--- src/logic/cache_pkg.sv ---
// Data cache shared definitions

package cache_pkg;

  // ------------------------------------------------------------
  // geometry
  // ------------------------------------------------------------
  localparam int ADDR_W         = 32;
  localparam int DATA_W         = 64;                        // cpu word
  localparam int STRB_W         = DATA_W / 8;
  localparam int WORDS_PER_LINE = 4;
  localparam int LINE_W         = WORDS_PER_LINE * DATA_W;   // 256 bits, 32 bytes
  localparam int WORD_SEL_W     = $clog2(WORDS_PER_LINE);
  localparam int NUM_WAYS       = 2;
  localparam int NUM_SETS       = 64;
  localparam int OFFSET_W       = 5;                         // byte in line
  localparam int INDEX_W        = $clog2(NUM_SETS);
  localparam int TAG_W          = ADDR_W - INDEX_W - OFFSET_W;

  // ------------------------------------------------------------
  // controller states
  // ------------------------------------------------------------
  localparam logic [2:0] ST_IDLE       = 3'd0;
  localparam logic [2:0] ST_LOOKUP     = 3'd1;
  localparam logic [2:0] ST_WRITEBACK  = 3'd2;
  localparam logic [2:0] ST_REFILL_REQ = 3'd3;
  localparam logic [2:0] ST_REFILL     = 3'd4;

  // address seen as one word or as its cache fields
  typedef struct packed {
    logic [TAG_W-1:0]    tag;
    logic [INDEX_W-1:0]  index;
    logic [OFFSET_W-1:0] offset;  // bits 4:3 pick the word
  } cache_addr_fields_t;

  typedef union packed {
    logic [ADDR_W-1:0]  raw;
    cache_addr_fields_t f;
  } cache_addr_t;

endpackage
--- src/logic/cache_ctrl.sv ---
// Data cache controller

`timescale 1ns/1ps

module cache_ctrl import cache_pkg::*; (
  input  logic                  i_clk,
  input  logic                  i_rst,
  // cpu side
  input  logic                  i_valid,
  input  logic                  i_op,
  input  cache_addr_t           i_addr,
  input  logic [STRB_W-1:0]     i_wstrb,
  input  logic [DATA_W-1:0]     i_wdata,
  output logic                  o_addr_ok,
  output logic                  o_data_ok,
  // memory side
  output logic                  o_rd_req,
  output logic [ADDR_W-1:0]     o_rd_addr,
  input  logic                  i_rd_rdy,
  input  logic                  i_ret_valid,
  input  logic                  i_ret_last,
  input  logic [DATA_W-1:0]     i_ret_data,
  output logic                  o_wr_req,
  output logic [ADDR_W-1:0]     o_wr_addr,
  input  logic                  i_wr_rdy,
  // tag array
  output logic [INDEX_W-1:0]    o_index,
  output logic [TAG_W-1:0]      o_tag,
  output logic                  o_set_dirty,
  output logic                  o_fill_tag,
  output logic                  o_fill_way,
  output logic                  o_victim_way,
  input  logic                  i_hit,
  input  logic                  i_hit_way,
  input  logic                  i_victim_dirty,
  input  logic [TAG_W-1:0]      i_victim_tag,
  // data array
  output logic                  o_word_we,
  output logic                  o_word_way,
  output logic [WORD_SEL_W-1:0] o_word_sel,
  output logic [STRB_W-1:0]     o_word_strb,
  output logic [DATA_W-1:0]     o_word_data
);

  logic [2:0]            state_q, state_d;
  cache_addr_t           req_addr;
  logic                  req_op;
  logic [STRB_W-1:0]     req_wstrb;
  logic [DATA_W-1:0]     req_wdata;
  logic [WORD_SEL_W-1:0] beat_cnt;
  logic                  victim_ptr;
  cache_addr_t           rd_line, wr_line;
  logic                  in_lookup, in_refill, store_hit, ret_beat;

  assign in_lookup = (state_q == ST_LOOKUP);
  assign in_refill = (state_q == ST_REFILL);
  assign store_hit = in_lookup && i_hit && req_op;
  assign ret_beat  = in_refill && i_ret_valid;

  // ------------------------------------------------------------
  // request register
  // ------------------------------------------------------------
  always_ff @(posedge i_clk) begin
    if (i_valid && o_addr_ok) begin
      req_addr  <= i_addr;
      req_op    <= i_op;
      req_wstrb <= i_wstrb;
      req_wdata <= i_wdata;
    end
  end

  // ------------------------------------------------------------
  // state machine
  // ------------------------------------------------------------
  always_comb begin
    state_d = state_q;
    case (state_q)
      ST_IDLE:       if (i_valid) state_d = ST_LOOKUP;
      ST_LOOKUP: begin
        if (i_hit)               state_d = ST_IDLE;
        else if (i_victim_dirty) state_d = ST_WRITEBACK;
        else                     state_d = ST_REFILL_REQ;
      end
      ST_WRITEBACK:  if (i_wr_rdy) state_d = ST_REFILL_REQ;
      ST_REFILL_REQ: if (i_rd_rdy) state_d = ST_REFILL;
      ST_REFILL:     if (i_ret_valid && i_ret_last) state_d = ST_LOOKUP;  // repeat lookup now hits
      default:       state_d = ST_IDLE;
    endcase
  end

  always_ff @(posedge i_clk) begin
    if (i_rst) begin
      state_q    <= ST_IDLE;
      beat_cnt   <= '0;
      victim_ptr <= 1'b0;
    end else begin
      state_q <= state_d;
      if (state_q == ST_REFILL_REQ && i_rd_rdy) beat_cnt <= '0;
      else if (ret_beat) beat_cnt <= beat_cnt + 1'b1;
      if (o_fill_tag) victim_ptr <= ~victim_ptr;  // toggles per refill
    end
  end

  // cpu handshake
  assign o_addr_ok = (state_q == ST_IDLE);
  assign o_data_ok = in_lookup && i_hit;

  // ------------------------------------------------------------
  // bus addresses, line aligned
  // ------------------------------------------------------------
  always_comb begin
    rd_line.f.tag    = req_addr.f.tag;
    rd_line.f.index  = req_addr.f.index;
    rd_line.f.offset = '0;
    wr_line.f.tag    = i_victim_tag;      // victim goes back to its own address
    wr_line.f.index  = req_addr.f.index;
    wr_line.f.offset = '0;
  end

  assign o_rd_req  = (state_q == ST_REFILL_REQ);
  assign o_rd_addr = rd_line.raw;
  assign o_wr_req  = (state_q == ST_WRITEBACK);
  assign o_wr_addr = wr_line.raw;

  // array control
  assign o_index      = req_addr.f.index;
  assign o_tag        = req_addr.f.tag;
  assign o_set_dirty  = store_hit;
  assign o_fill_tag   = ret_beat && i_ret_last;
  assign o_fill_way   = victim_ptr;
  assign o_victim_way = victim_ptr;

  // store data on hit, return beat during refill
  assign o_word_we   = store_hit || ret_beat;
  assign o_word_way  = in_refill ? victim_ptr : i_hit_way;
  assign o_word_sel  = in_refill ? beat_cnt : req_addr.f.offset[OFFSET_W-1 -: WORD_SEL_W];
  assign o_word_strb = in_refill ? {STRB_W{1'b1}} : req_wstrb;
  assign o_word_data = in_refill ? i_ret_data : req_wdata;

  // refilled line hits on the repeat lookup
  assert property (@(posedge i_clk) disable iff (i_rst) o_fill_tag |=> i_hit);

endmodule

--- config.mk ---
export PLATFORM = sky130hd
export DESIGN_NAME = cache_ctrl
export DESIGN_NICKNAME = d
export VERILOG_FILES = /design/src/logic/cache_pkg.sv /design/src/logic/cache_ctrl.sv
export SDC_FILE = /design/constraint.sdc
export NUM_CORES = 1
export LEC_CHECK = 0
export ABC_CLOCK_PERIOD_IN_PS = 3330
export BUFFER_PORTS_ARGS = -buffer_cell sky130_fd_sc_hd__buf_2
export CORE_AREA = 3 3 146 148
export CTS_BUF_LIST = sky130_fd_sc_hd__clkbuf_8
export DETAILED_ROUTE_END_ITERATION = 12
export DIE_AREA = 0 0 149 151
export PLACE_DENSITY = 0.52
export SETUP_SLACK_MARGIN = 0.1
export SYNTH_ARGS = -nofsm -noshare
export SYNTH_HDL_FRONTEND = slang
export SYNTH_SLANG_ARGS = --single-unit
--- constraint.sdc ---
create_clock -name i_clk -period 3.33 [get_ports i_clk]
set_input_delay 0 -clock i_clk [delete_from_list [all_inputs] [get_ports i_clk]]
set_output_delay 0 -clock i_clk [all_outputs]
set_load 0.02 [all_outputs]
# Word level (Yosys, flattened, before mapping)
# Index checks and enable logic that the tools add are counted.
[op_classes]
n_addsub = 1
n_reduce_logical = 11
bitwise_logic = 1
n_eq_ne = 8
n_mux = 11
[ops]
columns = ["operator", "n"]
rows = [
  ["$mux W64", 1],
  ["$pmux W3 S5", 1],
  ["$mux W3", 4],
  ["$mux W8", 1],
  ["$logic_and A1 B1 Y1", 7],
  ["$eq A3 B2 Y1 const B", 2],
  ["$ne A2 B1 Y1 const B", 3],
  ["$mux W2", 2],
  ["$reduce_and A4 Y1", 1],
  ["$eq A3 B1 Y1 const B", 1],
  ["$eq A3 B3 Y1 const B", 1],
  ["$logic_not A3 Y1", 1],
  ["$add A2 B1 Y2 const B", 1],
  ["$mux W1", 2],
  ["$ne A2 B2 Y1 const B", 1],
  ["$reduce_or A2 Y1", 1],
  ["$logic_or A1 B1 Y1", 1],
  ["$not A1 Y1", 1],
]
[word_totals]
out_inout_bits = 175
in_bits = 200
ff_bits = 111

# Logic depth before layout (Yosys ltp)
# Gate-level depths: netlist (run 1).
[depth]
ltp_word = 4
mapped_depth = 6

# Worst setup path before layout (run 1)
# No wires, ideal clock.
[synth_path]
path_kind = "flip-flop to flip-flop"
from = "reg state_q[2]"
to = "reg req_addr[10] (netlist bit) (enable)"
required_ns = 2.858
stages_incl_launch_ff = 4
arrival_ns = 3.516
slack_ns = -0.658
n_path_buf = 1
synth_period_minus_slack_ns = 3.988
cell_sequence = "dfxtp_1 -> clkbuf_1 -> nor3_1 -> and2_1"
[synth_via]
elab_chain_len = 2
[synth_rtl]
columns = ["element", "line", "rtl"]
rows = [
  ["start, declared", "cache_ctrl.sv:45", "logic [2:0] state_q, state_d;"],
  ["start signal, assigned", "cache_ctrl.sv:97", "state_q <= state_d;"],
  ["$logic_not A3 Y1", "cache_ctrl.sv:105", "assign o_addr_ok = (state_q == ST_IDLE);"],
  ["named net o_addr_ok", "cache_ctrl.sv:14", "output logic o_addr_ok,"],
  ["$logic_and A1 B1 Y1", "cache_ctrl.sv:64", "if (i_valid && o_addr_ok) begin"],
  ["end signal, assigned", "cache_ctrl.sv:65", "req_addr <= i_addr;"],
  ["end, declared", "cache_ctrl.sv:46", "cache_addr_t req_addr;"],
]
# The timed path passes the listed nets, and every way through them passes these cells.
# A chain may end at the register's enable or synchronous reset.

# Final worst setup path (run 1)
[layout_path]
from = "reg state_q[2]"
to = "out o_word_data[29]"
[layout_via]
elab_chain_len = 2
[layout_rtl]
columns = ["element", "line", "rtl"]
rows = [
  ["$eq A3 B3 Y1", "cache_ctrl.sv:56", "assign in_refill = (state_q == ST_REFILL);"],
  ["$mux W64", "cache_ctrl.sv:138", "assign o_word_data = in_refill ? i_ret_data : req_wdata;"],
  ["end, declared", "cache_ctrl.sv:42", "output logic [DATA_W-1:0] o_word_data"],
]
# No other way between the ends.

==> results of run 1 <==
[metrics by stage]
step / total power [µW] / hold WS, ns
3_5_place_dp: 2540 / 0.000173
4_1_cts: 3470 / 0.000173
2_1_floorplan: 2350 / 0.0691
6_report: 3400 / 0.00000778
3_3_place_gp: 2540 / 0.000173
5_1_grt: 3600 / 0.0000451
[cells in the mapped netlist, drive strengths merged]
cell and instances:
mux2 68, conb 1, clkbuf 2, or2 8, nand2b 2, nor2 5, nor3 2, nand3b 1
xor2 2, a21oi 6, nand3 2, a211oi 1, inv 1, o21a 1, and3 1, xnor2 1
buf 101, edfxtp 102, or3 1, nor3b 3, dfxtp 6, a21o 1, nor4b 1, mux2i 1
nor2b 1, and2 2, nand2 2, and3b 1
[logic make-up after synthesis]
logic type	count (synthesis)	synth area share
muxes	69	0.156
AOI/OAI and AO/OA	9	0.0105
and+or+nand+nor	32	0.0398
DFF	108	0.636
other	1	0.000749
buffers and inverters	104	0.152
xor gates and xnor gates	3	0.00525
[where the power goes]
part / internal, µW / switching [µW]
clock network: 294 / 504
logic: 379 / 494
registers: 1670 / 60.9
[timing repair]
| item | 4_1_cts | 5_1_grt |
|---|---|---|
| hold buffers | 107 | 0 |
| hold endpoints to repair | 107 | 0 |
| setup endpoints to repair | 0 | 0 |
[flip-flops by register name (all words and copies together) (netlist names)]
name        cells
req_op          1
req_wdata      64
req_addr       29
beat_cnt        2
req_wstrb       8
state_q         3
o_fill_way      1
[cell type report]
cell class / instances / area share
clock buffer: 9 / 0.0164
clock inverter: 7 / 0.00909
inverter: 1 / 0.000496
multi-input combinational: 123 / 0.145
sequential: 108 / 0.421
tap: 270 / 0.0446
timing repair buffer: 434 / 0.364
[worst min-delay path by stage]
| stage | from | end | slack (ns) | cells after the start |
|---|---|---|---|---|
| after global routing | i_victim_tag[3] | o_wr_addr[14] | 0.00005 | 0 |
| final | i_victim_tag[3] | o_wr_addr[14] | 0.000008 | 0 |
| after floorplan | i_rst | state_q[2]$_SDFFE_PP0P_ | 0.07 | 1 |
| after global placement | i_victim_tag[13] | o_wr_addr[24] | 0.0002 | 0 |
| after detailed placement | i_victim_tag[13] | o_wr_addr[24] | 0.0002 | 0 |
| after CTS | i_victim_tag[13] | o_wr_addr[24] | 0.0002 | 0 |
[metal layers]
metal / vias to the layer above / part of all wire / global-route usage / routed length (µm)
met5: - / 0 / 0 / 0
met1: 1748 / 0.36 / 0.121 / 5020
met4: 0 / 0.015 / 0.0389 / 215
met2: 226 / 0.54 / 0.221 / 7600
met3: 15 / 0.089 / 0.0374 / 1260
li1: 1766 / - / - / -
[critical path: cells and delay by family (launching register included)]
| family | cells | cell delay [ns] |
|---|---|---|
| flip-flops | 1 | 0.56 |
| AND/OR/NAND/NOR | 1 | 0.72 |
| buffers and inverters | 2 | 0.55 |
| multiplexers | 1 | 0.38 |
==> impl_metrics.json, run 1 <==
{
  "fin_cells": 952,
  "r2r_setup_slack_ns": 1.17,
  "synth_top_area_frac": 0.612,
  "rows": 52,
  "yosysSeqAreaShare": 0.636,
  "critical_path.max_fanout": 14,
  "post-route-drc-count": 0,
  "syn_area_per_cell_um2": 15.4,
  "chipWidth_um": 149,
  "final-seq-area_mm2": 0.00318,
  "grt_util_all_layers": 0.116,
  "setup_viol": 0,
  "r2r-start": "state_q[2]$_SDFFE_PP0P_",
  "multi_input_area_mm2": 0.00110,
  "final_common_cell": "buf_2",
  "syn_to_final_growth_pct": 51.2,
  "synth_cells": 326,
  "routed_wl_um": 14100,
  "grt_pass1_vias": 3905,
  "slew_violations": 0,
  "die_area_mm2": 0.0225,
  "setup_slack_ns": 0.742,
  "cts.htree.levels": 3,
  "critPathArrivalTime_ns": 2.59,
  "antenna_found_initial": 0,
  "path_clk_slew_ns": 0.10,
  "antenna_left": 0,
  "ir_worst_vdd_uv": 224,
  "cts_made_buffers": 9,
  "skew_ns": 0.0166,
  "gp_congestion": 0.811,
  "worst-setup-path-type": "reg -> out",
  "max_freq_ghz": 0.386,
  "dpl.hpwl_um": 10300,
  "final_util": 0.375,
  "drtIter0Drc": 128,
  "setup-tns-final_ns": 0,
  "root_buffer": "clkbuf_8",
  "outcome": "finished clean",
  "hold_path_class": "in -> out",
  "insertion_delay_ns": 0.39,
  "synth.largest_area_cell": "edfxtp_1",
  "ys_warn_count": 0,
  "nets": 877,
  "path_cells": "nor3b_4 -> buf_4 -> mux2_2 -> buf_2",
  "drive_gt1_frac": 0.617,
  "fillers": 1942,
  "cts_setup_buffers": 0,
  "rsz0062_at_grt": "no",
  "synth.top_cells.by_area": "edfxtp_1, mux2_2, buf_4",
  "ios": 375,
  "design.core.area_mm2": 0.0202,
  "crit_path_end_kind": "primary output",
  "final_cell_mix": "buf_2, dlygate4sd3_1, edfxtp_1",
  "worstPathRequired_ns": 3.33,
  "cts_buffer_depth": 2,
  "p_leak_uw": 0.00328,
  "grt_overflow_total": 0,
  "wl_per_cell_um": 14.8,
  "viasPerCell": 3.94,
  "ys_types": 32,
  "worst_slew_pin_slew_ns": 0.757,
  "place_ws_ns": 1.04,
  "max_cap_viol_count": 0,
  "crit_start": "state_q[2]$_SDFFE_PP0P_",
  "place_area_mm2": 0.00630,
  "fp.dieH_um": 151,
  "grt_first_pass_wirelength_um": 20100,
  "cts_tree": "done",
  "finalCritPeriodShare": 0.777,
  "critical_path.slowest_cell": "nor3b_4",
  "final_cell_area_mm2": 0.00757,
  "diodes": 0,
  "vias": 3755,
  "startpoint_type": "flop",
  "hold_violations": 0,
  "synth_area_mm2": 0.00500,
  "dpl.cell_count": 829,
  "ys_ff_latch": 108,
  "max_slew_margin": 0.495,
  "period_minus_slack_ns": 2.59,
  "max_stage_delay_ns": 0.72,
  "grt_max_degree": 59,
  "start_util": 0.248,
  "first_pass_iters": 4,
  "io_buffers": 319,
  "worst-r2r-cell-count": 5,
  "postCtsResizedCells": 0,
  "power_density_mw_per_mm2": 450,
  "r2r-end": "o_fill_way$_SDFFE_PP0P_",
  "clkSinkCount": 108,
  "cp-endpoint": "o_word_data[29]"
}
No activity file was read; power rests on OpenSTA's default activity.
==> run 2: changes to the inputs <==
ABC_CLOCK_PERIOD_IN_PS = 2400   (was 3330)
CORE_AREA = 3 3 143 145   (was 3 3 146 148)
DIE_AREA = 0 0 146 148   (was 0 0 149 151)
clock period = 2.4 ns   (was 3.33 ns; I/O delays follow)
==> run 2 against run 1 <==
Die area shrank 4.0%. Register-to-register slack worse by 0.90 ns. Sequential share of layout area is essentially flat. Worst hold slack is essentially flat. Final area about the same. First-iteration DRC count fell by 38%. Non-clock buffer count is 2 lower. Via count down 0.64%. Flip-flop and latch count did not move.
==> impl_metrics.json, run 2 (same netlist as run 1, synthesis figures left out) <==
{
  "wl_per_cell_um": 15.6,
  "grt_first_pass_wirelength_um": 21600,
  "power_density_mw_per_mm2": 617,
  "fp.dieH_um": 148,
  "max_cap_viol_count": 0,
  "p_leak_uw": 0.00327,
  "skew_ns": 0.0167,
  "regMostFlops": "req_wdata",
  "vias": 3731,
  "root_buffer": "clkbuf_8",
  "grt_overflow_total": 0,
  "ir_worst_vdd_uv": 298,
  "gp_congestion": 0.788,
  "dpl.hpwl_um": 10700,
  "first_pass_iters": 5,
  "power_frac_comb": 0.263,
  "grt_pass1_vias": 3903,
  "io_buffers": 319,
  "worst_slew_pin_slew_ns": 0.660,
  "max_slew_margin": 0.560,
  "top_regs": "req_wdata x64, req_addr x29, req_wstrb x8",
  "final_cell_mix": "buf_2, dlygate4sd3_1, edfxtp_1",
  "cts_buffer_depth": 2,
  "die_area_mm2": 0.0216,
  "drtIter0Drc": 79,
  "place_area_mm2": 0.00628,
  "rows": 51,
  "cts_tree": "done",
  "period_minus_slack_ns": 2.13,
  "clkSinkCount": 108,
  "largest_reg_flops": 64,
  "nets": 875,
  "setup_viol": 0,
  "power_switching_share": 0.308,
  "max_stage_delay_ns": 0.54,
  "rsz0062_at_grt": "no",
  "sequentialPowerShare": 0.514,
  "cts.htree.levels": 3,
  "finalCritPeriodShare": 0.887,
  "final_common_cell": "buf_2",
  "p_switching_uw": 1440,
  "post-route-drc-count": 0,
  "antenna_found_initial": 2,
  "syn_to_final_growth_pct": 51.2,
  "worstPathRequired_ns": 2.67,
  "max_freq_ghz": 0.470,
  "drive_gt1_frac": 0.614,
  "viasPerCell": 3.95,
  "design.core.area_mm2": 0.0193,
  "path_cells": "nor3b_4 -> buf_12 -> buf_12 -> nand2_1 -> xor2_1 -> nor2_1 -> dlygate4sd3_1",
  "chipWidth_um": 146,
  "critical_path.slowest_cell": "dlygate4sd3_1",
  "grt_max_degree": 103,
  "outcome": "finished clean",
  "path_clk_slew_ns": 0.11,
  "crit_path_end_kind": "flop",
  "final_cell_area_mm2": 0.00757,
  "routed_wl_um": 14700,
  "cts_made_buffers": 9,
  "pwr-share-clk": 0.223,
  "grt_util_all_layers": 0.128,
  "worst-setup-path-type": "reg -> reg",
  "hold_violations": 0,
  "setup-tns-final_ns": 0,
  "ios": 375,
  "insertion_delay_ns": 0.37,
  "p_int_uw": 3230,
  "startpoint_type": "flop",
  "critical_path.max_fanout": 49,
  "cp_top_family": "buffers and inverters",
  "critPathArrivalTime_ns": 2.40,
  "antenna_left": 0,
  "cp_num_buf_inv": 3,
  "path_common_cell": "buf_12",
  "hold_path_class": "in -> out",
  "start_util": 0.259,
  "slew_violations": 0
}
[run 2: path summary, 6_finish.rpt]
path              depth (start not counted)                     start                        to  slack, ns
setup / recovery                          7   state_q[2]$_SDFFE_PP0P_  beat_cnt[0]$_SDFFE_PP0P_       0.27
hold / removal                            0          i_victim_tag[14]             o_wr_addr[25]     0.0001
setup reg to reg                          7   state_q[2]$_SDFFE_PP0P_  beat_cnt[0]$_SDFFE_PP0P_       0.27
hold reg to reg                           2  beat_cnt[1]$_SDFFE_PP0P_  beat_cnt[1]$_SDFFE_PP0P_       0.52
[run 2: power groups by stage]
stage | logic, µW | clock network, µW | registers (µW)
CTS | 1240 | 1130 | 2400
global placement | 1090 | 0 | 2440
global route | 1310 | 1190 | 2420
detailed placement | 1100 | 0 | 2440
finish | 1230 | 1040 | 2400
floorplan | 855 | 0 | 2410
[run 2: what timing repair did]
action	CTS	global route
setup buffers	1	0
hold buffers	109	0
endpoints found under the setup margin	39	40
endpoints found under the hold margin	107	0
resized for setup	0	1
[run 2: area by class of cell]
class | count | area [µm²]
fillers | 1854 | 11800
diodes | 1 | 2.50
flip-flops and latches | 108 | 3180
clock buffers | 9 | 124
clock inverters | 6 | 50.0
repair buffers | 432 | 2770
inverters | 1 | 3.75
multi-input cells | 123 | 1100
well taps | 265 | 332
[run 2: stage by stage]
stage	utilization	setup slack, ns	hold slack (ns)	cells	total power, µW
after floorplan	-	0.234	0.0691	335	3260
after global placement	0.325	0.529	0.000173	819	3530
after detailed placement	0.325	0.518	0.000173	819	3540
after CTS	0.391	0.146	0.000173	944	4770
after global routing	0.391	0.136	0.0000921	944	4920
final	0.391	0.270	0.000130	945	4670
[run 2: routing by layer]
layer	vias up	track usage	wire length (µm)
li1	1765	-	-
met1	1720	0.141	5460
met2	222	0.231	7760
met3	20	0.0392	1170
met4	4	0.0513	295
met5	-	0	26
==> run 3: changes to the inputs <==
CORE_AREA = 5 5 141 143   (was 3 3 143 145)
PLACE_DENSITY = 0.54   (was 0.52)
==> run 3 against run 2 <==
Clock power about the same. Worst setup slack improved by 0.092 ns. Sequential power about the same. Non-clock buffer count decreased by 1. Combinational power about the same. Worst hold slack about the same. Total power decreased by 0.78%. Wire length decreased by 1.3%. Critical endpoint is now o_word_data[38].
==> impl_metrics.json, run 3 (same netlist as run 1, synthesis figures left out) <==
{
  "outcome": "finished clean",
  "top_regs": "req_wdata x64, req_addr x29, req_wstrb x8",
  "grt_overflow_total": 0,
  "setup_viol": 0,
  "hold_ws_ns": 0.000146,
  "place_ws_ns": 0.640,
  "rsz0062_at_grt": "no",
  "dpl.cell_count": 788,
  "antenna_left": 0,
  "hold_violations": 0,
  "critical_path.max_fanout": 26,
  "hold_path_class": "in -> out",
  "rows": 50,
  "gr-usage-met1": 0.124,
  "post-route-drc-count": 0,
  "max_stage_delay_ns": 0.46,
  "start_util": 0.271,
  "startpoint_type": "flop",
  "slew_violations": 0,
  "met2_usage": 0.240,
  "antenna_found_initial": 1,
  "fp.dieH_um": 148,
  "regMostFlops": "req_wdata",
  "io_buffers": 319,
  "finalCritPeriodShare": 0.849,
  "gp_congestion": 0.751,
  "cts_buffer_depth": 2,
  "ios": 375,
  "p_leak_uw": 0.00326,
  "cts_made_buffers": 9,
  "first_pass_iters": 4,
  "viasPerCell": 4.11,
  "worstPathRequired_ns": 2.40,
  "wl_per_cell_um": 15.9,
  "grt_max_degree": 100,
  "busiest_layer": "met2",
  "worst-setup-path-type": "reg -> out",
  "die_area_mm2": 0.0216,
  "setup_slack_ns": 0.362,
  "period_minus_slack_ns": 2.04,
  "clkSinkCount": 108,
  "fin_cells": 913,
  "design.core.area_mm2": 0.0185,
  "critical_path.slowest_cell": "dfxtp_1",
  "max_freq_ghz": 0.491,
  "skew_ns": 0.0134,
  "power_density_mw_per_mm2": 619,
  "final_cell_mix": "buf_2, dlygate4sd3_1, edfxtp_1",
  "largest_reg_flops": 64,
  "ir_worst_vdd_uv": 260,
  "cts_setup_buffers": 0,
  "chipWidth_um": 146,
  "diodes": 0,
  "setup-tns-final_ns": 0,
  "max_cap_viol_count": 0,
  "grt_first_pass_wirelength_um": 21600,
  "drtIter0Drc": 58,
  "grt_util_all_layers": 0.127,
  "drive_gt1_frac": 0.613,
  "root_buffer": "clkbuf_8",
  "cts.htree.levels": 3,
  "syn_to_final_growth_pct": 49.6,
  "insertion_delay_ns": 0.37,
  "path_cells": "nor3b_4 -> buf_4 -> mux2_2 -> buf_2",
  "path_clk_slew_ns": 0.10,
  "dpl.hpwl_um": 10600,
  "use_met3": 0.0579,
  "critPathArrivalTime_ns": 2.04,
  "worst_slew_pin_slew_ns": 0.561,
  "nets": 874,
  "cts_tree": "done",
  "max_slew_margin": 0.626,
  "vias": 3749,
  "routed_wl_um": 14500,
  "crit_path_end_kind": "primary output",
  "grt_pass1_vias": 4040,
  "final_common_cell": "buf_2"
}
run 3: changes by cell type in the layout (fill, tap and decap cells not counted), sizes merged:
cell	before	now
buf	323	322
inv	3	4
diode	1	0
run 3: critical path: cells and delay by family, from the launching register on:
kind,cells,cell delay [ns]
and+or+nand+nor,1,0.29
muxes,1,0.38
buffers and inverters,2,0.52
DFF,1,0.46
run 3: final timing paths:
kind,from,to,slack (ns),depth (start not counted)
worst max-delay path,state_q[1]$_SDFFE_PP0P_,o_word_data[38],0.36,4
worst min-delay path,i_victim_tag[13],o_wr_addr[24],0.0001,0
worst max register to register,state_q[0]$_SDFFE_PP0P_,req_wstrb[6]$_DFFE_PP_,0.67,3
worst min register to register,beat_cnt[1]$_SDFFE_PP0P_,beat_cnt[1]$_SDFFE_PP0P_,0.55,2
run 3: what timing repair did:
| item | in CTS | in global routing |
|---|---|---|
| gates resized for setup | 0 | 1 |
| hold buffers | 109 | 0 |
| endpoints found under the setup margin | 0 | 22 |
| hold endpoints to repair | 109 | 0 |
run 3: power breakdown:
part           total [µW]  switching, µW  leakage, µW  internal, µW
combinational        1220            694      0.00215           527
clock                1010            638    0.0000882           375
sequential           2400           81.5      0.00102          2320
total                4630           1410      0.00326          3220
run 3: stage by stage:
stage | power (µW) | util | area (µm²)
2_1_floorplan | 3260 | - | 5050
3_3_place_gp | 3520 | 0.337 | 6230
3_5_place_dp | 3530 | 0.337 | 6230
4_1_cts | 4740 | 0.406 | 7490
5_1_grt | 4880 | 0.406 | 7490
6_report | 4630 | 0.406 | 7490
run 3: layer usage:
layer  part of all wire  vias to the layer above
met5            0.00090                        -
met4              0.011                        2
met3               0.10                       12
met2               0.54                      234
met1               0.35                     1738
li1                   -                     1763
run 3: cell type report:
type | instances | area (µm²)
fillers | 1727 | 11000
flip-flops and latches | 108 | 3180
repair buffers | 431 | 2740
multi-input cells | 123 | 1100
well taps | 234 | 293
clock buffers | 9 | 124
clock inverters | 7 | 45.0
inverters | 1 | 3.75
